[src/exu_pkg.sv]
package exu_pkg;

  localparam int xlen = 64;

  typedef logic [xlen-1:0] word_t;
  typedef logic [4:0]      reg_idx_t;
  typedef logic [5:0]      shamt_t;

  typedef enum logic [4:0] {
    alu_add,
    alu_sub,
    alu_sll,
    alu_slt,
    alu_sltu,
    alu_xor,
    alu_srl,
    alu_sra,
    alu_or,
    alu_and,
    alu_addw,   // 32-bit forms, result sign-extended from bit 31
    alu_subw,
    alu_sllw,
    alu_srlw,
    alu_sraw,
    alu_pass_b, // lui
    alu_eq,     // branch conditions give 1 or 0
    alu_ne,
    alu_lt,
    alu_ge,
    alu_ltu,
    alu_geu
  } alu_op_e;

endpackage

[src/regfile.sv]
`timescale 1ns/1ps

module regfile (
  input  logic              clk,
  input  logic              rst,
  input  exu_pkg::reg_idx_t rs1_idx,
  input  exu_pkg::reg_idx_t rs2_idx,
  input  logic              we,
  input  exu_pkg::reg_idx_t waddr,
  input  exu_pkg::word_t    wdata,
  output exu_pkg::word_t    rs1_data,
  output exu_pkg::word_t    rs2_data
);

  exu_pkg::word_t regs [1:31]; // x0 not stored

  always_ff @(posedge clk) begin
    if (rst) begin
      for (int i = 1; i < 32; i++) begin
        regs[i] <= '0;
      end
    end else if (we && waddr != '0) begin
      regs[waddr] <= wdata;
    end
  end

  assign rs1_data = (rs1_idx == '0) ? '0 : regs[rs1_idx];
  assign rs2_data = (rs2_idx == '0) ? '0 : regs[rs2_idx];

endmodule

[config.mk]
export PLATFORM = sky130hd
export DESIGN_NAME = regfile
export DESIGN_NICKNAME = d
export VERILOG_FILES = /design/src/exu_pkg.sv /design/src/regfile.sv
export SDC_FILE = /design/constraint.sdc
export NUM_CORES = 2
export LEC_CHECK = 0
export ABC_AREA = 0
export BUFFER_PORTS_ARGS = -buffer_cell sky130_fd_sc_hd__buf_2
export CAP_MARGIN = 5
export CORE_ASPECT_RATIO = 0.8
export CORE_MARGIN = 8
export CORE_UTILIZATION = 40
export DETAILED_ROUTE_END_ITERATION = 7
export PLACE_DENSITY_LB_ADDON = 0.05
export SLEW_MARGIN = 10
export SYNTH_ARGS = -nofsm -noshare
export SYNTH_HDL_FRONTEND = slang
export SYNTH_SLANG_ARGS = --single-unit
[constraint.sdc]
create_clock -name clk -period 4.8 [get_ports clk]
set_input_delay 0.48 -clock clk [delete_from_list [all_inputs] [get_ports clk]]
set_output_delay 0.48 -clock clk [all_outputs]
set_load 0.05 [all_outputs]
# Word level (Yosys, flattened, before mapping)
# Memory sizes are Yosys's and may differ from the RTL's.
# Cells that the tools add are included.
# classes
muxes	10
reduce_logical	5
# ops
cell	count
64-bit two-way mux	3
64-bit OR reduction	1
5-bit zero test	2
1-bit two-way mux	6
5-bit two-way mux	1
5-bit nonzero test	1
1-bit logical AND	1
# word_totals
reg_bits	0
ramBits	1984
inputBits	82
output_inout_bits	128
elab_cells	16
n_memories	1
# memory_table
memory	words	word_bits	read_ports	rd_clocked_by_memory_dff	write_ports	line_no	source
regs	31	64	2	0	31	regfile.sv:15	exu_pkg::word_t regs [1:31];

# Logic depth before layout (Yosys ltp)
# depth
depth_word	7
ltp_mapped	10

# Least setup slack after synthesis
# No wires, ideal clock.
# synth_timing
path_type	input to output
startpoint	input port rs1_idx[0]
endpoint	output port rs1_data[42]
arrival_ns	3.972
required_time_ns	4.320
slack_ns	0.348
path_stages	9
n_path_buf	5
cell_sequence	buf_4 -> buf_6 -> buf_6 -> buf_6 -> buf_8 -> mux2i_1 -> o22ai_1 -> a211oi_1 -> a2111oi_0
# synth_between
elab_chain_len	2
# synth_rtl
element	line_no	source
start: declaration	regfile.sv:6	input exu_pkg::reg_idx_t rs1_idx,
memory read 31 x 64 bit / 5-bit zero test (equally long branches)	--	
64-bit two-way mux (*)	regfile.sv:27	assign rs1_data = (rs1_idx == '0) ? '0 : regs[rs1_idx];
end: declaration	regfile.sv:11	output exu_pkg::word_t rs1_data,
# Every way passes the cells marked *; elsewhere a longest branch is shown, timed or not.

# Final worst setup path
# layout_timing
startpoint	input port rs1_idx[1]
endpoint	output port rs1_data[3]
# The elaborated chain is that of the path after synthesis.

==> qor.yml <==
run_status:
  status: "finished clean"
detailed_routing:
  drc_errors: 0
  wl_per_cell_um: 42.89
  dr.pass1.iters: 7
  drtAntennaViolNets: 0
  routed_wl_um: 471800
  first_iter_violations: 10900
  vias: 70660
  viasPerCell: 6.423
setup_path:
  cp_max_fo: 54
  slowest_delay_ns: 0.68
  crit_path_start: "rs1_idx[1]"
  start_kind: "input pin"
  cp_top_family: "buffers and inverters"
  cp.required_ns: 4.32
  critPathCapture: "rs1_data[3]"
  crit_chain: "buf_8, buf_12, buf_4, mux4_2, mux2_2, a211oi_1, a221oi_1, buf_4, buf_2"
  critical_path_buf_inv_count: 5
  critPathArrivalTime_ns: 3.83
  crit_slowest_cell: "a211oi_1"
  end_kind: "output pin"
  crit_type: "in2out"
  crit_path_frequent_cell: "buf_4"
  cp.depth: 9
cts:
  cts_made_buffers: 229
  post_cts_buffers: 0
  htreeDepth: 4
  cts.sinks: 2048
  cts_tree: "built"
  ctsResizeCount: 0
  clockBufferDepth: 4
  clk_transition_reported_paths_ns: 0.06
  cts_hold_buffers: 0
  ctsRootBufferMaster: "clkbuf_16"
power_and_ir_drop:
  p_leak_nw: 42.67
  power.total_mw: 45.08
  powerDensity_nw_per_um2: 365.7
  ir_worst_vdd_uv: 301.2
grt:
  grt_max_degree: 65
  grt_pass1_wl_um: 631300
  grtUsageTotal_pct: 32.18
  grt_overflow_total: 0
  antenna_found_initial: 88
  grt_pass1_vias: 68960
sta:
  slew_headroom_pct: 11.75
  hold_viol_final: 0
  drv_slew: 0
  grt_setup_unrepaired: "false"
  fmax_mhz: 231.8
  tightest_slew_ns: 1.324
  finalCriticalPeriod_ns: 4.313
  final.period_utilization_pct: 89.86
  tns_ns: 0
  finalSetupViolCount: 0
finish:
  most-common-layout-cells: "2048 x edfxtp_1, 1985 x and2_1, 906 x mux4_2, 365 x mux2i_1, 230 x clkbuf_16"
  drive_above_1_share_pct: 26.91
  n_fill_cell: 23420
  largest_reg_flops: 2048
  top_regs: "regs: 2048 flops"
  finish.instance_area_sq_um: 123300
  mostFrequentLayoutCell: "edfxtp_1"
  fin_nets: 7188
  final_cells: 11000
  regMostFlops: "regs"
  area_growth_pct: 13.87
synthesis:
  ys_ff_latch: 2048
  synthArstFlopShare_pct: 0
  synth_flop_cell: "edfxtp_1"
  synthesis.instances: 7055
  synth_top_area_cell: "edfxtp_1"
  yosysWarnings: 0
  synth.avg_cell_area_sq_um: 15.34
  netlist.area_leader.share_pct: 56.81
  yosys-top-cells-area: "edfxtp_1 57%, mux4_2 19%, and2_1 11%"
  ys_types: 43
  synth.yosys.seq_area_share_pct: 56.81
  syn_area_sq_um: 108300
  synth_edf_count: 2048
placed_design:
  gp_congestion: 0.8239
  placedCellCount: 10510
  io_buffers: 209
  placed_area_sq_um: 116100
  hpwl_um: 269600
run:
  cap_violations: 0
floorplanning:
  core_area_sq_um: 270200
  num_rows: 171
  die_w_um: 597.6
  die_h_um: 481.3
  start_util_pct: 40.06
  ios: 210
  die_area_sq_um: 287600
worst_hold_path:
  hold_class: "in2reg"
  hold_depth: 1
==> logic make-up (layout without fill, tap and decap cells) <==
| logic type | Yosys count | count (layout) | share of synthesized area [%] |
|---|---|---|---|
| AOI/OAI and AO/OA | 540 | 540 | 3.750 |
| other | 1 | 152 | 0.003464 |
| muxes | 1391 | 1391 | 23.47 |
| and+or+nand+nor | 2284 | 2284 | 12.79 |
| buffers and inverters | 791 | 953 | 3.171 |
| DFF | 2048 | 2048 | 56.81 |
==> metal layers <==
| layer | GRT usage [%] | wire length, um | up-vias |
|---|---|---|---|
| li1 | - | - | 27410 |
| met4 | 11.71 | 18700 | 22 |
| met2 | 49.55 | 212000 | 4450 |
| met3 | 6.714 | 48720 | 879 |
| met1 | 45.23 | 191900 | 37900 |
| met5 | 0 | 403 | - |
==> cell type report <==
type                    instances  area, sq um  share of cell area [%]
multi-input cells            4279        44050                   35.73
clock inverters               124        955.9                  0.7755
diodes                         88        220.2                  0.1786
inverters                       2        11.26                0.009135
clock buffers                 281         5947                   4.824
flip-flops and latches       2048        61500                   49.89
repair buffers                546         6042                   4.902
well taps                    3633         4546                   3.688
==> Yosys cell counts, types with 23 or more instances <==
cell type / n
o221ai_1: 55
edfxtp_1: 2048
a21oi_1: 50
a22oi_1: 74
mux4_2: 906
a21o_1: 42
and3_1: 31
buf_6: 23
buf_2: 103
clkbuf_1: 586
o22ai_1: 100
buf_1: 35
a32oi_1: 30
a22o_1: 30
buf_4: 40
o211ai_1: 30
or2_2: 35
nand2_1: 109
and2_1: 1986
mux2_2: 120
mux2i_1: 365
nor2_1: 58
o2111ai_1: 30
a221oi_1: 57
==> where the power goes <==
group | internal [mW] | total [mW] | switching, mW | leakage [nW]
registers | 20.7 | 21.2 | 0.498 | 19.5
clock network | 9.51 | 17.1 | 7.60 | 3.39
logic | 2.55 | 6.81 | 4.26 | 19.8
==> per-stage QoR <==
stage	hold slack [ns]	util [%]	setup WS [ns]
6_report	0.07463	45.62	0.4868
5_1_grt	0.05867	45.54	0.4385
4_1_cts	0.01293	45.54	0.5605
3_5_place_dp	0.9924	42.98	0.6115
3_3_place_gp	0.9921	42.96	-0.6807
2_1_floorplan	0.5789	-	0.3478
==> how the worst min path moves through the flow <==
stage	startpoint	end	slack, ns
final	wdata[53]	regs[0][53]	0.07
after global routing	wdata[41]	regs[0][41]	0.06
after CTS	wdata[53]	regs[0][53]	0.01
after detailed placement	wdata[53]	regs[0][53]	0.99
after global placement	wdata[10]	regs[0][10]	0.99
after floorplan	wdata[0]	regs[0][0]	0.58
Power figures use the tool's default switching activity.
