## src/exu_pkg.sv

```systemverilog
package exu_pkg;

  localparam int xlen = 64;

  typedef logic [xlen-1:0] word_t;
  typedef logic [4:0]      reg_idx_t;
  typedef logic [5:0]      shamt_t;

  typedef enum logic [4:0] {
    alu_add,
    alu_sub,
    alu_sll,
    alu_slt,
    alu_sltu,
    alu_xor,
    alu_srl,
    alu_sra,
    alu_or,
    alu_and,
    alu_addw,   // 32-bit forms, result sign-extended from bit 31
    alu_subw,
    alu_sllw,
    alu_srlw,
    alu_sraw,
    alu_pass_b, // lui
    alu_eq,     // branch conditions give 1 or 0
    alu_ne,
    alu_lt,
    alu_ge,
    alu_ltu,
    alu_geu
  } alu_op_e;

endpackage

```

## src/rv64_isa_pkg.sv

```systemverilog
package rv64_isa_pkg;

  typedef logic [31:0] instr_t;
  typedef logic [6:0]  opcode_t;
  typedef logic [2:0]  funct3_t;

  // major opcodes, inst[6:0]
  localparam opcode_t op_r      = 7'b0110011; // OP
  localparam opcode_t op_r32    = 7'b0111011; // OP-32
  localparam opcode_t op_i      = 7'b0010011; // OP-IMM
  localparam opcode_t op_i32    = 7'b0011011; // OP-IMM-32
  localparam opcode_t op_lui    = 7'b0110111;
  localparam opcode_t op_auipc  = 7'b0010111;
  localparam opcode_t op_jal    = 7'b1101111;
  localparam opcode_t op_jalr   = 7'b1100111;
  localparam opcode_t op_branch = 7'b1100011;

  // funct3 for OP / OP-IMM groups
  localparam funct3_t f3_add  = 3'b000;
  localparam funct3_t f3_sll  = 3'b001;
  localparam funct3_t f3_slt  = 3'b010;
  localparam funct3_t f3_sltu = 3'b011;
  localparam funct3_t f3_xor  = 3'b100;
  localparam funct3_t f3_sr   = 3'b101; // srl or sra by funct7 bit 5
  localparam funct3_t f3_or   = 3'b110;
  localparam funct3_t f3_and  = 3'b111;

  // funct3 for BRANCH
  localparam funct3_t f3_beq  = 3'b000;
  localparam funct3_t f3_bne  = 3'b001;
  localparam funct3_t f3_blt  = 3'b100;
  localparam funct3_t f3_bge  = 3'b101;
  localparam funct3_t f3_bltu = 3'b110;
  localparam funct3_t f3_bgeu = 3'b111;

endpackage

```

## src/imm_gen.sv

```systemverilog
`timescale 1ns/1ps

module imm_gen (
  input  rv64_isa_pkg::instr_t instr,
  output exu_pkg::word_t       imm
);

  rv64_isa_pkg::opcode_t opcode;
  rv64_isa_pkg::funct3_t funct3;
  logic                  is_shift;

  assign opcode = instr[6:0];
  assign funct3 = instr[14:12];
  assign is_shift = (funct3 == rv64_isa_pkg::f3_sll) || (funct3 == rv64_isa_pkg::f3_sr);

  always_comb begin
    case (opcode)
      rv64_isa_pkg::op_i,
      rv64_isa_pkg::op_i32: begin
        if (is_shift)
          imm = {58'b0, instr[25:20]}; // shamt only, drop funct7
        else
          imm = {{52{instr[31]}}, instr[31:20]};
      end
      rv64_isa_pkg::op_jalr: imm = {{52{instr[31]}}, instr[31:20]};
      rv64_isa_pkg::op_lui,
      rv64_isa_pkg::op_auipc: imm = {{32{instr[31]}}, instr[31:12], 12'b0};
      rv64_isa_pkg::op_jal: begin
        imm = {{43{instr[31]}}, instr[31], instr[19:12], instr[20], instr[30:21], 1'b0};
      end
      rv64_isa_pkg::op_branch: begin
        imm = {{51{instr[31]}}, instr[31], instr[7], instr[30:25], instr[11:8], 1'b0};
      end
      default: imm = '0; // R-type and unsupported
    endcase
  end

endmodule

```

## config.mk

```make
export PLATFORM = sky130hd
export DESIGN_NAME = imm_gen
export DESIGN_NICKNAME = d
export VERILOG_FILES = /design/src/exu_pkg.sv /design/src/rv64_isa_pkg.sv /design/src/imm_gen.sv
export SDC_FILE = /design/constraint.sdc
export NUM_CORES = 1
export LEC_CHECK = 0
export BUFFER_PORTS_ARGS = -buffer_cell sky130_fd_sc_hd__buf_2
export CAP_MARGIN = 10
export CORE_AREA = 2 2 49 51
export DETAILED_ROUTE_END_ITERATION = 12
export DIE_AREA = 0 0 51 53
export PLACE_DENSITY = 0.84
export SLEW_MARGIN = 20
export SYNTH_ARGS = -nofsm -noshare
export SYNTH_HDL_FRONTEND = slang
export SYNTH_SLANG_ARGS = --single-unit
```

## constraint.sdc

```tcl
create_clock -name vclk -period 4.39
set_clock_uncertainty 0.1 [all_clocks]
set_input_delay 0.878 -clock vclk [all_inputs]
set_output_delay 0.878 -clock vclk [all_outputs]
set_load 0.1 [all_outputs]
```

Word level (Yosys, flattened, before mapping)
Cells that the tools add are included.
Storage, ports and cells
  bits in registers: 0
  input bits: 32
Cells by class
  equal/unequal tests: 9
  muxes and demuxes: 2
  reduce and logical (&&, ||, !) cells: 3
Operators with widths (number)
  64-bit one-hot mux with 5 select lines: 1
  64-bit two-way mux: 1
  7-bit by 5-bit equality test with 1-bit output, second input constant: 3
  7-bit equality test, second input constant: 3
  7-bit by 6-bit equality test with 1-bit output, second input constant: 1
  2-bit OR reduction: 2
  3-bit by 1-bit equality test with 1-bit output, second input constant: 1
  3-bit equality test, second input constant: 1
  1-bit logical OR: 1

Logic depth before layout (Yosys ltp)
  depth in word-level cells: 4
  gate-level depth with buffers: 6
  depth with buffers taken out: 4

Worst setup path before layout
No wires, ideal clock.
  path kind: input port to output port
  start: in instr[4]
  end: out imm[11]
  data arrival time: 3337 ps
  required time: 3412 ps
  path slack: 75 ps
  stages on the path: 3
  buffers on the path: 0
  path through: and3b_1 > nand3_1 > o21ai_0
Between the ends
  longest elaborated chain between the ends: 3
  elaborated cells on any way between the ends: 10
RTL lines
  from (decl): line imm_gen.sv:4  | input rv64_isa_pkg::instr_t instr,
  7-bit by 6-bit equality test with 1-bit output / 7-bit by 5-bit equality test with 1-bit output (equally long branches): line imm_gen.sv:17  | case (opcode)
  2-bit OR reduction: line imm_gen.sv:17
  64-bit one-hot mux with 5 select lines *: line imm_gen.sv:17
  to (decl): line imm_gen.sv:5  | output exu_pkg::word_t imm
Mark *: on every way between the ends. The rest lies on a longest branch, timed or not.

Worst setup path after layout
  start: in instr[4]
  end: out imm[59]
Same word-level chain as after synthesis.

==> run summary <==
Reg area: 0 um^2
synthesized area per cell: 7.62 um^2
synthesized area: 732 um^2
CP cell instances: buf_2, nand3b_1, mux2_2, nor2_2, o31a_2, buf_2
largest net degree at the start of global routing: 34
synth unique cells: 31
post-layout util: 46.3%
Post-synth top cells: buf_4 (32), a21o_2 (11), a21o_1 (8)
Hold Crit Class: in2out
initial antenna violation count: 0
TritonRoute pass-1 iters: 4
Final Hold Violating Endpoints: 0
Startpoint Class: input port
Hold Path Sink: imm[5]
max-slew violation count: 0
hold path start: instr[25]
antenna cell count: 0
Avg Vias per Cell: 4.59
vias in the first global route: 612
max-cap violations: 0
final period utilization: 85.0%
max_slew headroom: 67.4%
chip height: 53 um
status: complete, no violations
WP data arrival: 2760 ps
Max Freq: 268 MHz
most common cell in the netlist: buf_4
Layout area overhead: 35.9%
worst setup path class: in2out
post-CTS setup buffer count: 0
total grt overflow: 0
Tmin final: 3730 ps
FF+latch count: 0
share of layout cells above drive strength 1: 72.8%
DR iter-0 viols: 8
largest cells by area after synthesis: buf_4 (33%), a21o_2 (13%), a21o_1 (8.2%), nor2b_1 (5.1%), a22o_1 (4.8%)
power per cell area: 123 nW/um^2
worst vdd ir: 0.0495 mV
Core Region: 2150 um^2
slowest CP cell: buf_2
post-DP HPWL: 1650 um
CLK BUF: 0
worst-path maximum fanout: 33
chip width: 51 um
post-synthesis sequential area ratio: 0%
global-route wire length before repair: 2620 um
share of the synthesized area in the top cell type: 32.8%
Die ar.: 2700 um^2
port bufs: 96
fin cells: 186
Post-Syn Instances: 96
hold depth: 3
Post-Route WL: 1950 um
Nets: 192
RD Place Congestion: 0.712
via count: 854
post-route ant nets: 0
final setup vio count: 0
slowest stage delay, CP: 510 ps
Cell Area, Placed: 995 um^2
PostCTS Resize Cnt: 0
Post-Route Setup TNS: 0 ps
DRC Markers: 0
GRT Total Usage: 11.9%
placed cells: 186
Synth area leader: buf_4
CTS hold repair buffers: 0
Worst-Margin Slew: 492 ps
CP endpoint kind: output port
Design Area, Final: 995 um^2
Pwr Total: 0.123 mW
Layout fillers: 223
Cell Rows: 17
wire per inst: 10.5 um
unrepaired setup endpoints after global routing: no
Initial Util: 34.1%
Syn Nets: 128
Top Ports: 96
CP dominant cell by count: buf_2
worst path required time: 3410 ps
Leak: 0.780 nW
Synth Warn #: 0
placed cells by master (no fill, tap or decap), drive strengths merged:
master  synthesis  final
buf            34     97
a21o           19     19
nor2b           6      6
a22o            4      4
nor2            4      4
nand2           3      3
o21a            3      3
nand2b          3      3
o21ai           2      2
nor3            2      2
nor4            2      2
nand3b          1      1
and3b           1      1
and2            1      1
nand3           1      1
inv             1      1
a21oi           1      1
o2111a          1      1
nor4b           1      1
and3            1      1
mux2i           1      1
a22oi           1      1
mux2            1      1
o31a            1      1
through the flow:
stage	setup WS, ps	hold slack (ps)
after floorplan	74.7	2020
after global placement	700	2140
after detailed placement	642	2140
after CTS	630	2140
after global routing	499	2160
final	656	2140
worst max-delay path by stage:
stage	start	endpoint	depth (start not counted)
floorplan	instr[4]	imm[11]	3
global placement	instr[4]	imm[36]	6
detailed placement	instr[4]	imm[59]	6
CTS	instr[4]	imm[59]	6
global route	instr[4]	imm[60]	6
finish	instr[4]	imm[59]	6
critical path, delay by kind of cell:
kind            cells  cell delay (ps)
compound gates      1              430
buf+inv             2              630
mux                 1              310
simple gates        2              500
layer usage:
layer / track usage, % / share of wire, % / up-vias / routed length (um)
li1: - / - / 431 / -
met1: 12.6 / 37 / 365 / 723
met2: 25.8 / 50 / 58 / 969
met3: 1.41 / 13 / 0 / 261
met4: 0 / 0 / 0 / 0
met5: 0 / 0 / - / 0
cell families after synthesis:
logic type	count (synthesis)	share of synthesized area, %
buffers and inverters	36	36.1
AND/OR/NAND/NOR	26	25.8
multiplexers	2	2.91
AO/OA/AOI/OAI	32	35.2
power breakdown:
group	leakage (nW)	switching, mW	internal, mW	total [mW]
sequential	0	0	0	0
combinational	0.780	0.0973	0.0256	0.123
clock	0	0	0	0
layout make-up:
class	count	area [um^2]	area share, %
timing repair buffer	97	488	49.1
multi-input combinational	60	468	47.0
tap	28	35.0	3.52
inverter	1	3.75	0.377
Note: power is estimated with default switching activity, not from simulation.
