<file path="src/exu_pkg.sv">
package exu_pkg;

  localparam int xlen = 64;

  typedef logic [xlen-1:0] word_t;
  typedef logic [4:0]      reg_idx_t;
  typedef logic [5:0]      shamt_t;

  typedef enum logic [4:0] {
    alu_add,
    alu_sub,
    alu_sll,
    alu_slt,
    alu_sltu,
    alu_xor,
    alu_srl,
    alu_sra,
    alu_or,
    alu_and,
    alu_addw,   // 32-bit forms, result sign-extended from bit 31
    alu_subw,
    alu_sllw,
    alu_srlw,
    alu_sraw,
    alu_pass_b, // lui
    alu_eq,     // branch conditions give 1 or 0
    alu_ne,
    alu_lt,
    alu_ge,
    alu_ltu,
    alu_geu
  } alu_op_e;

endpackage

</file>
<file path="src/rv64_isa_pkg.sv">
package rv64_isa_pkg;

  typedef logic [31:0] instr_t;
  typedef logic [6:0]  opcode_t;
  typedef logic [2:0]  funct3_t;

  // major opcodes, inst[6:0]
  localparam opcode_t op_r      = 7'b0110011; // OP
  localparam opcode_t op_r32    = 7'b0111011; // OP-32
  localparam opcode_t op_i      = 7'b0010011; // OP-IMM
  localparam opcode_t op_i32    = 7'b0011011; // OP-IMM-32
  localparam opcode_t op_lui    = 7'b0110111;
  localparam opcode_t op_auipc  = 7'b0010111;
  localparam opcode_t op_jal    = 7'b1101111;
  localparam opcode_t op_jalr   = 7'b1100111;
  localparam opcode_t op_branch = 7'b1100011;

  // funct3 for OP / OP-IMM groups
  localparam funct3_t f3_add  = 3'b000;
  localparam funct3_t f3_sll  = 3'b001;
  localparam funct3_t f3_slt  = 3'b010;
  localparam funct3_t f3_sltu = 3'b011;
  localparam funct3_t f3_xor  = 3'b100;
  localparam funct3_t f3_sr   = 3'b101; // srl or sra by funct7 bit 5
  localparam funct3_t f3_or   = 3'b110;
  localparam funct3_t f3_and  = 3'b111;

  // funct3 for BRANCH
  localparam funct3_t f3_beq  = 3'b000;
  localparam funct3_t f3_bne  = 3'b001;
  localparam funct3_t f3_blt  = 3'b100;
  localparam funct3_t f3_bge  = 3'b101;
  localparam funct3_t f3_bltu = 3'b110;
  localparam funct3_t f3_bgeu = 3'b111;

endpackage

</file>
<file path="src/alu_ctrl.sv">
`timescale 1ns/1ps

module alu_ctrl (
  input  rv64_isa_pkg::opcode_t opcode,
  input  rv64_isa_pkg::funct3_t funct3,
  input  logic                  funct7_b5,
  output exu_pkg::alu_op_e      alu_op,
  output logic                  op_illegal
);

  always_comb begin
    alu_op     = exu_pkg::alu_add;
    op_illegal = 1'b0;
    case (opcode)
      rv64_isa_pkg::op_r, rv64_isa_pkg::op_i: begin
        case (funct3)
          rv64_isa_pkg::f3_add: begin
            // only the register form has sub
            if (opcode == rv64_isa_pkg::op_r && funct7_b5)
              alu_op = exu_pkg::alu_sub;
            else
              alu_op = exu_pkg::alu_add;
          end
          rv64_isa_pkg::f3_sll:  alu_op = exu_pkg::alu_sll;
          rv64_isa_pkg::f3_slt:  alu_op = exu_pkg::alu_slt;
          rv64_isa_pkg::f3_sltu: alu_op = exu_pkg::alu_sltu;
          rv64_isa_pkg::f3_xor:  alu_op = exu_pkg::alu_xor;
          rv64_isa_pkg::f3_sr:   alu_op = funct7_b5 ? exu_pkg::alu_sra : exu_pkg::alu_srl;
          rv64_isa_pkg::f3_or:   alu_op = exu_pkg::alu_or;
          default:               alu_op = exu_pkg::alu_and;
        endcase
        // register form with funct7 bit 5 set only for sub/sra
        if (opcode == rv64_isa_pkg::op_r && funct7_b5 &&
            funct3 != rv64_isa_pkg::f3_add && funct3 != rv64_isa_pkg::f3_sr)
          op_illegal = 1'b1;
      end
      rv64_isa_pkg::op_r32, rv64_isa_pkg::op_i32: begin
        case (funct3)
          rv64_isa_pkg::f3_add: begin
            if (opcode == rv64_isa_pkg::op_r32 && funct7_b5)
              alu_op = exu_pkg::alu_subw;
            else
              alu_op = exu_pkg::alu_addw;
          end
          rv64_isa_pkg::f3_sll: begin
            alu_op     = exu_pkg::alu_sllw;
            op_illegal = (opcode == rv64_isa_pkg::op_r32) && funct7_b5;
          end
          rv64_isa_pkg::f3_sr: alu_op = funct7_b5 ? exu_pkg::alu_sraw : exu_pkg::alu_srlw;
          default:             op_illegal = 1'b1; // no slt/logic in W group
        endcase
      end
      rv64_isa_pkg::op_lui:   alu_op = exu_pkg::alu_pass_b;
      rv64_isa_pkg::op_auipc,
      rv64_isa_pkg::op_jal,
      rv64_isa_pkg::op_jalr:  alu_op = exu_pkg::alu_add; // target or pc+imm
      rv64_isa_pkg::op_branch: begin
        case (funct3)
          rv64_isa_pkg::f3_beq:  alu_op = exu_pkg::alu_eq;
          rv64_isa_pkg::f3_bne:  alu_op = exu_pkg::alu_ne;
          rv64_isa_pkg::f3_blt:  alu_op = exu_pkg::alu_lt;
          rv64_isa_pkg::f3_bge:  alu_op = exu_pkg::alu_ge;
          rv64_isa_pkg::f3_bltu: alu_op = exu_pkg::alu_ltu;
          rv64_isa_pkg::f3_bgeu: alu_op = exu_pkg::alu_geu;
          default:               op_illegal = 1'b1;
        endcase
      end
      default: op_illegal = 1'b1;
    endcase
  end

endmodule

</file>
<file path="config.mk">
export PLATFORM = sky130hd
export DESIGN_NAME = alu_ctrl
export DESIGN_NICKNAME = d
export VERILOG_FILES = /design/src/exu_pkg.sv /design/src/rv64_isa_pkg.sv /design/src/alu_ctrl.sv
export SDC_FILE = /design/constraint.sdc
export NUM_CORES = 1
export LEC_CHECK = 0
export ABC_AREA = 1
export BUFFER_PORTS_ARGS = -buffer_cell sky130_fd_sc_hd__buf_2
export CORE_AREA = 2 2 39 41
export DETAILED_ROUTE_END_ITERATION = 10
export DIE_AREA = 0 0 41 43
export SYNTH_ARGS = -nofsm -noshare
export SYNTH_HDL_FRONTEND = slang
export SYNTH_SLANG_ARGS = --single-unit
export TNS_END_PERCENT = 30
</file>
<file path="constraint.sdc">
create_clock -name vclk -period 1.15
set_input_delay 0.2875 -clock vclk [all_inputs]
set_output_delay 0.2875 -clock vclk [all_outputs]
set_load 0.05 [all_outputs]
</file>
== After elaboration in Yosys (flattened, before gate mapping) ==
Index checks and enable logic that the tools add are counted.
Cells by class
  equal/unequal tests: 17
  mux-type cells: 12
  reductions and logical operators: 11
Operators by type and width (count)
  $pmux W5 S7: 1
  $pmux W5 S6: 1
  $eq A7 B5 Y1 const B: 3
  $eq A7 B6 Y1 const B: 3
  $eq A7 B7 Y1 const B: 3
  $pmux W5 S4: 1
  $eq A3 B3 Y1 const B: 4
  $pmux W4 S3: 1
  $eq A3 B2 Y1 const B: 2
  $reduce_or A2 Y1: 3
  $reduce_or A6 Y1: 1
  $mux W1: 5
  $logic_and A1 B1 Y1: 4
  $pmux W1 S4: 1
  $reduce_or A4 Y1: 1
  $eq A3 B1 Y1 const B: 1
  $logic_not A3 Y1: 1
  $ne A3 B3 Y1 const B: 1
  $reduce_bool A3 Y1: 1
  $mux W2: 1
  $pmux W1 S2: 1
Word-level totals
  flip-flop bits (word level): 0
  bits of input ports: 11
  output and inout bits: 6
  logic and storage cells: 40

== Depth between registers and ports, before layout ==
Gate-level depths: netlist (run 1).
  depth in word-level cells: 6
  depth in mapped cells: 9

== Worst setup path before layout (run 1) ==
No wires, ideal clock.
  path kind: input-to-output
  start: input funct3[2]
  end: output alu_op[0]
  data arrival time: 1.240 ns
  data required time: 0.863 ns
  slack: -0.378 ns
  cell stages on the path: 8
  cells stage by stage: buf_2 > inv_2 > nand3_2 > inv_1 > nand3_1 > nand2_1 > nand2_1 > nand3_1
Between the ends
  word-level cells in the longest chain between the ends: 3
  elaborated cells on any way between the ends: 12
Ends and longest elaborated chain
  start, declared: RTL line alu_ctrl.sv:5  | input rv64_isa_pkg::funct3_t funct3,
  $eq A3 B3 Y1, or another cell as far along: RTL line alu_ctrl.sv:16, alu_ctrl.sv:58
  $pmux W5 S7, or another cell as far along: RTL line alu_ctrl.sv:16  | case (funct3)
  $pmux W5 S4 *: RTL line alu_ctrl.sv:14  | case (opcode)
  end, declared: RTL line alu_ctrl.sv:7  | output exu_pkg::alu_op_e alu_op,
Mark *: on every way between the ends. The rest lies on a longest branch, timed or not.

== Worst setup path after layout (run 1) ==
  start: input funct3[0]
  end: output op_illegal
Between the ends
  word-level cells in the longest chain between the ends: 5
  elaborated cells on any way between the ends: 16
Ends and longest elaborated chain
  branches (longest 4 deep; another with $reduce_or A6 Y1)
  $pmux W1 S4 *: RTL line alu_ctrl.sv:14
  end, declared: RTL line alu_ctrl.sv:8  | output logic op_illegal
Mark *: on every way between the ends.

==> results.sh, run 1 <==
export IMPL_fp_dieArea_um2=1760
export IMPL_ys_warnings_count=0
export IMPL_diodes=0
export IMPL_violations="negative setup slack"
export IMPL_fp_dieW_um=41
export IMPL_swShare_pct=59.5
export IMPL_routed_wl_mm=1.34
export IMPL_grt_total_usage_pct=17.5
export IMPL_fin_crit_ns=1.47
export IMPL_grt_max_degree=7
export IMPL_cp_start_kind="input pin"
export IMPL_relSlewSlack_pct=87.7
export IMPL_grt_pass1_vias=608
export IMPL_fin_setup_tns_ns=-1.66
export IMPL_outcome="finished with violations"
export IMPL_power_density_nw_per_um2=262
export IMPL_die_y_um=43
export IMPL_p_comb_share_pct=100.0
export IMPL_p_leak_nw=0.414
export IMPL_hp_start="opcode[2]"
export IMPL_syn_num_nets=101
export IMPL_setup_violations=6
export IMPL_synth_most_common_cell="nand2_1"
export IMPL_drtIter0Drc=14
export IMPL_dp_hpwl_mm=1.04
export IMPL_drv_cap=0
export IMPL_cp_startpoint="funct3[0]"
export IMPL_synth_seq_area_share_pct=0
export IMPL_crit_required_ns=0.86
export IMPL_hold_path_class="input pin to primary output"
export IMPL_netlist_area_leader_share_pct=27.4
export IMPL_postRouteAntennaNets=0
export IMPL_via_count=627
export IMPL_yosysTopAreaCell="nand2_1"
export IMPL_synth_common_cells="29 x nand2_1, 15 x inv_1, 13 x nand3_1, 13 x nor2_1"
export IMPL_routabilityCongestion=0.774
export IMPL_dr_pass1_iters=4
export IMPL_fp_row_count=14
export IMPL_grt_overflow_total=0
export IMPL_rsz0062_at_grt="true"
export IMPL_stdcell_area_um2=776
export IMPL_regArea_um2=0
export IMPL_p_int_mw=0.0823
export IMPL_placed_area_um2=596
export IMPL_arrival_ns=1.19
export IMPL_area_delta_synth_final_pct=95.0
export IMPL_hold_viol=0
export IMPL_postSynthAreaPerCell_um2=4.42
export IMPL_antenna_found_initial=0
export IMPL_drive_gt1_share_pct=56.0
export IMPL_synthCells=90
export IMPL_p_sw_mw=0.121
export IMPL_worstSetupPathType="input pin to primary output"
export IMPL_ios=17
export IMPL_flops_and_latches=0
export IMPL_timing_fmax_mhz=679
export IMPL_synthTopCellsByArea="nand2_1 27%, nand3_1 16%, inv_1 14%, nor2_1 12%, nand3_2 5.0%"
export IMPL_drt_vias_per_instance=4.75
export IMPL_drv_slew=0
export IMPL_clkbuf_count=0
export IMPL_wl_per_cell_um=10.2
export IMPL_pwr_share_clk_pct=0
export IMPL_seqPwrFrac_pct=0
export IMPL_worst_slack_ns=-0.324
export IMPL_grt_pass1_wl_mm=2.32
export IMPL_path_max_fanout=5
export IMPL_nFillCells=139
export IMPL_critPathCaptureType="primary output"
export IMPL_worst_slew_pin_slew_ns=0.183
export IMPL_synth_cell_type_count=16
export IMPL_fin_crit_sh_pct=128
export IMPL_fin_util_pct=56.1
export IMPL_peakVddDrop_mv=0.131
export IMPL_core_um2=1380
export IMPL_drc=0
export IMPL_synth_cell_area_um2=398
export IMPL_nets=129
export IMPL_initial_core_util_pct=28.8
export IMPL_io_buffers=17
-- final timing paths --
| path | slack (ns) | cells after the start | endpoint |
|---|---|---|---|
| max | -0.32 | 9 | op_illegal |
| min | 1.04 | 5 | op_illegal |
-- layout by cell type, fill, tap and decap left out, types with 3 or more instances in the layout --
cell,instances
nand2_1,23
nand4_1,3
nand3_2,4
buf_6,8
nor2_4,7
nor2_1,5
nor2_2,3
buf_2,9
inv_2,9
o21ai_1,3
inv_1,6
buf_4,8
nand2_2,6
nand3_1,9
-- per-stage QoR --
step	hold slack [ns]	instances	worst slack [ns]	power (mW)
2_1_floorplan	0.868	90	-0.271	0.0869
3_3_place_gp	1.10	131	-0.500	0.146
3_5_place_dp	1.11	131	-0.506	0.147
4_1_cts	1.05	132	-0.301	0.193
5_1_grt	1.07	132	-0.398	0.220
6_report	1.04	132	-0.324	0.203
-- cell type report --
| type | instances | area, µm² | area share, % |
|---|---|---|---|
| well taps | 16 | 20.0 | 2.58 |
| inverters | 18 | 76.3 | 9.84 |
| repair buffers | 27 | 225 | 29.0 |
| multi-input cells | 71 | 454 | 58.5 |
-- cell families after synthesis --
family          synth area share, %
simple gates                   73.6
buf+inv                        18.2
compound gates                 8.18
-- power by group through the flow --
stage | clock [mW] | sequential [mW] | combinational (mW)
final | 0 | 0 | 0.203
after global routing | 0 | 0 | 0.220
after CTS | 0 | 0 | 0.193
after detailed placement | 0 | 0 | 0.147
after global placement | 0 | 0 | 0.146
after floorplan | 0 | 0 | 0.0869
-- worst max-delay path: stages --
cell and delay [ns]:
buf_8 0.08, clkinvlp_4 0.14, nor2_4 0.17, inv_2 0.07, nor2_2 0.07, nand2_1 0.05, nand2_1 0.07, nand3_2 0.08
buf_8 0.16
-- timing repair --
action	4_1_cts	5_1_grt
pin swaps	11	5
buffers inserted	1	0
hold buffers	0	0
hold endpoints to repair	0	0
endpoints found under the setup margin	6	6
gates resized for setup	49	6
-- per-layer routing --
layer | track usage [%] | share of wire, %
met3 | 0 | 4.3
met1 | 22.5 | 42
met2 | 31.3 | 52
met5 | 0 | 0
met4 | 2.67 | 1.2
(Power assumes the default switching activity.)
==> run 2, diff against run 1 <==
--- a/config.mk
+++ b/config.mk
@@ -5,7 +5,6 @@
 export SDC_FILE = /design/constraint.sdc
 export NUM_CORES = 1
 export LEC_CHECK = 0
-export ABC_AREA = 1
 export BUFFER_PORTS_ARGS = -buffer_cell sky130_fd_sc_hd__buf_2
 export CORE_AREA = 2 2 39 41
 export DETAILED_ROUTE_END_ITERATION = 10
==> constraint.sdc (replaced) <==
create_clock -name vclk -period 1.15
set_input_delay 0.0575 -clock vclk [all_inputs]
set_output_delay 0.0575 -clock vclk [all_outputs]
set_load 0.05 [all_outputs]
==> run 2 against run 1 <==
Net effect:
- the flow still finishes with violations (negative setup slack)
- via count is 4.1% lower
- die area unchanged
- clock-buffer cell count did not move
- maximum frequency grew 8.9%
- critical path type unchanged
==> results.sh, run 2 <==
export IMPL_outcome="finished with violations"
export IMPL_violations="negative setup slack"
export IMPL_place_ws_ns=-0.275
export IMPL_grt_total_usage_pct=16.9
export IMPL_diodes=0
export IMPL_synthCells=58
export IMPL_ys_warnings_count=0
export IMPL_hold_viol=0
export IMPL_cts_hold_buffers=0
export IMPL_syn_num_nets=69
export IMPL_critical_path_endpoint="alu_op[0]"
export IMPL_final_common_cell="buf_4"
export IMPL_setup_violations=5
export IMPL_worst_slew_pin_slew_ns=0.251
export IMPL_crit_required_ns=1.09
export IMPL_final_cell_mix="24 x buf_4, 10 x buf_2, 6 x o21ai_0, 5 x nand2_1, 5 x buf_6"
export IMPL_drt_vias_per_instance=5.46
export IMPL_clkbuf_count=0
export IMPL_postRouteAntennaNets=0
export IMPL_dr_pass1_iters=4
export IMPL_flops_and_latches=0
export IMPL_routabilityCongestion=0.798
export IMPL_synth_cell_area_um2=363
export IMPL_synth_cell_type_count=31
export IMPL_grt_overflow_total=0
export IMPL_power_density_nw_per_um2=282
export IMPL_yosysTopAreaCell="o21ai_0"
export IMPL_dp_hpwl_mm=1.11
export IMPL_ios=17
export IMPL_synth_most_common_cell="o21ai_0"
export IMPL_die_y_um=43
export IMPL_regArea_um2=0
export IMPL_antenna_found_initial=0
export IMPL_routed_wl_mm=1.44
export IMPL_synthTopCellsByArea="o21ai_0 8.3%, nand2_1 5.2%, nand2b_1 5.2%, nor2b_1 5.2%, nand4b_1 4.8%"
export IMPL_grt_pass1_vias=523
export IMPL_worst_hold_slack_ns=0.633
export IMPL_timing_fmax_mhz=739
export IMPL_fin_crit_sh_pct=118
export IMPL_postSynthAreaPerCell_um2=6.26
export IMPL_grt_pass1_wl_mm=2.21
export IMPL_worstSetupPathType="input pin to primary output"
export IMPL_synth_common_cells="6 x o21ai_0, 5 x nand2_1, 4 x nor2_1"
export IMPL_drtIter0Drc=17
export IMPL_wl_per_cell_um=13.1
export IMPL_path_max_fanout=4
export IMPL_cp_start_kind="input pin"
export IMPL_fp_dieW_um=41
export IMPL_nets=107
export IMPL_netlist_area_leader_share_pct=8.28
export IMPL_drv_slew=0
export IMPL_nFillCells=132
export IMPL_drv_cap=0
export IMPL_critPathCaptureType="primary output"
export IMPL_peakVddDrop_mv=0.125
export IMPL_hold_path_class="input pin to primary output"
export IMPL_worst_slack_ns=-0.203
export IMPL_area_delta_synth_final_pct=96.6
export IMPL_relSlewSlack_pct=83.2
export IMPL_grt_max_degree=11
export IMPL_via_count=601
export IMPL_fp_dieArea_um2=1760
export IMPL_io_buffers=17
export IMPL_arrival_ns=1.30
export IMPL_fp_row_count=14
export IMPL_p_leak_nw=0.316
export IMPL_drc=0
export IMPL_synth_seq_area_share_pct=0
export IMPL_drive_gt1_share_pct=53.2
export IMPL_initial_core_util_pct=26.2
export IMPL_core_um2=1380
export IMPL_rsz0062_at_grt="true"
export IMPL_fin_crit_ns=1.35
export IMPL_cp_startpoint="opcode[6]"
run 2: changes by cell type in the layout (fill, tap and decap cells not counted), sizes merged, moves of 3 or more:
| cell | previous run | this run |
|---|---|---|
| nand3 | 15 | 2 |
| nor2b | 0 | 3 |
| inv | 17 | 2 |
| buf | 27 | 39 |
| o21ai | 3 | 6 |
| nand2 | 30 | 5 |
| nor2 | 15 | 4 |
| nand2b | 0 | 3 |
run 2: area by class of cell:
class | count | area (µm²) | share of cell area, %
multi-input combinational | 51 | 384 | 53.9
timing repair buffer | 41 | 302 | 42.3
tap | 16 | 20.0 | 2.81
inverter | 2 | 7.51 | 1.05
run 2: where the power goes:
group	internal, mW	total (mW)	switching, mW
combinational	0.0994	0.201	0.102
sequential	0	0	0
clock	0	0	0
run 2: metrics by stage:
stage | TNS (ns) | utilization (%) | total power, mW | cells | instance area [µm²]
2_1_floorplan | -0.820 | - | 0.0927 | 58 | 400
3_3_place_gp | -0.927 | 46.7 | 0.182 | 109 | 647
3_5_place_dp | -1.06 | 46.7 | 0.185 | 109 | 647
4_1_cts | -0.715 | 48.5 | 0.188 | 109 | 671
5_1_grt | -0.989 | 51.5 | 0.218 | 110 | 713
6_report | -0.694 | 51.5 | 0.201 | 110 | 713
run 2: repair_timing:
action / 4_1_cts / 5_1_grt
buffers inserted: 0 / 1
pin swaps: 1 / 3
resized for setup: 8 / 8
setup endpoints to repair: 6 / 6
hold endpoints to repair: 0 / 0
run 2: how the worst min path moves through the flow:
stage,start,end,slack [ns],depth (start not counted)
global route,opcode[3],alu_op[3],0.66,4
floorplan,funct3[2],alu_op[4],0.35,2
finish,opcode[2],alu_op[3],0.63,4
CTS,opcode[2],alu_op[3],0.66,4
detailed placement,opcode[2],alu_op[3],0.67,4
global placement,opcode[2],alu_op[3],0.66,4
run 2: worst max-delay path, cell delays in order:
cell and delay (ns):
buf_2 0.12, nand2b_4 0.14, or4_4 0.45, a211o_1 0.26
nand4_1 0.10, buf_6 0.16
run 2: cell families after synthesis:
| family | after synthesis | share of synthesized area [%] |
|---|---|---|
| AO/OA/AOI/OAI | 21 | 41.0 |
| AND/OR/NAND/NOR | 30 | 49.0 |
| buffers and inverters | 7 | 10.0 |
run 2: routing by layer:
layer	vias up	global-route usage, %	part of all wire [%]
li1	296	-	-
met1	284	24.1	42
met2	21	29.1	51
met3	0	0	7.0
met4	0	0	0
met5	-	0	0
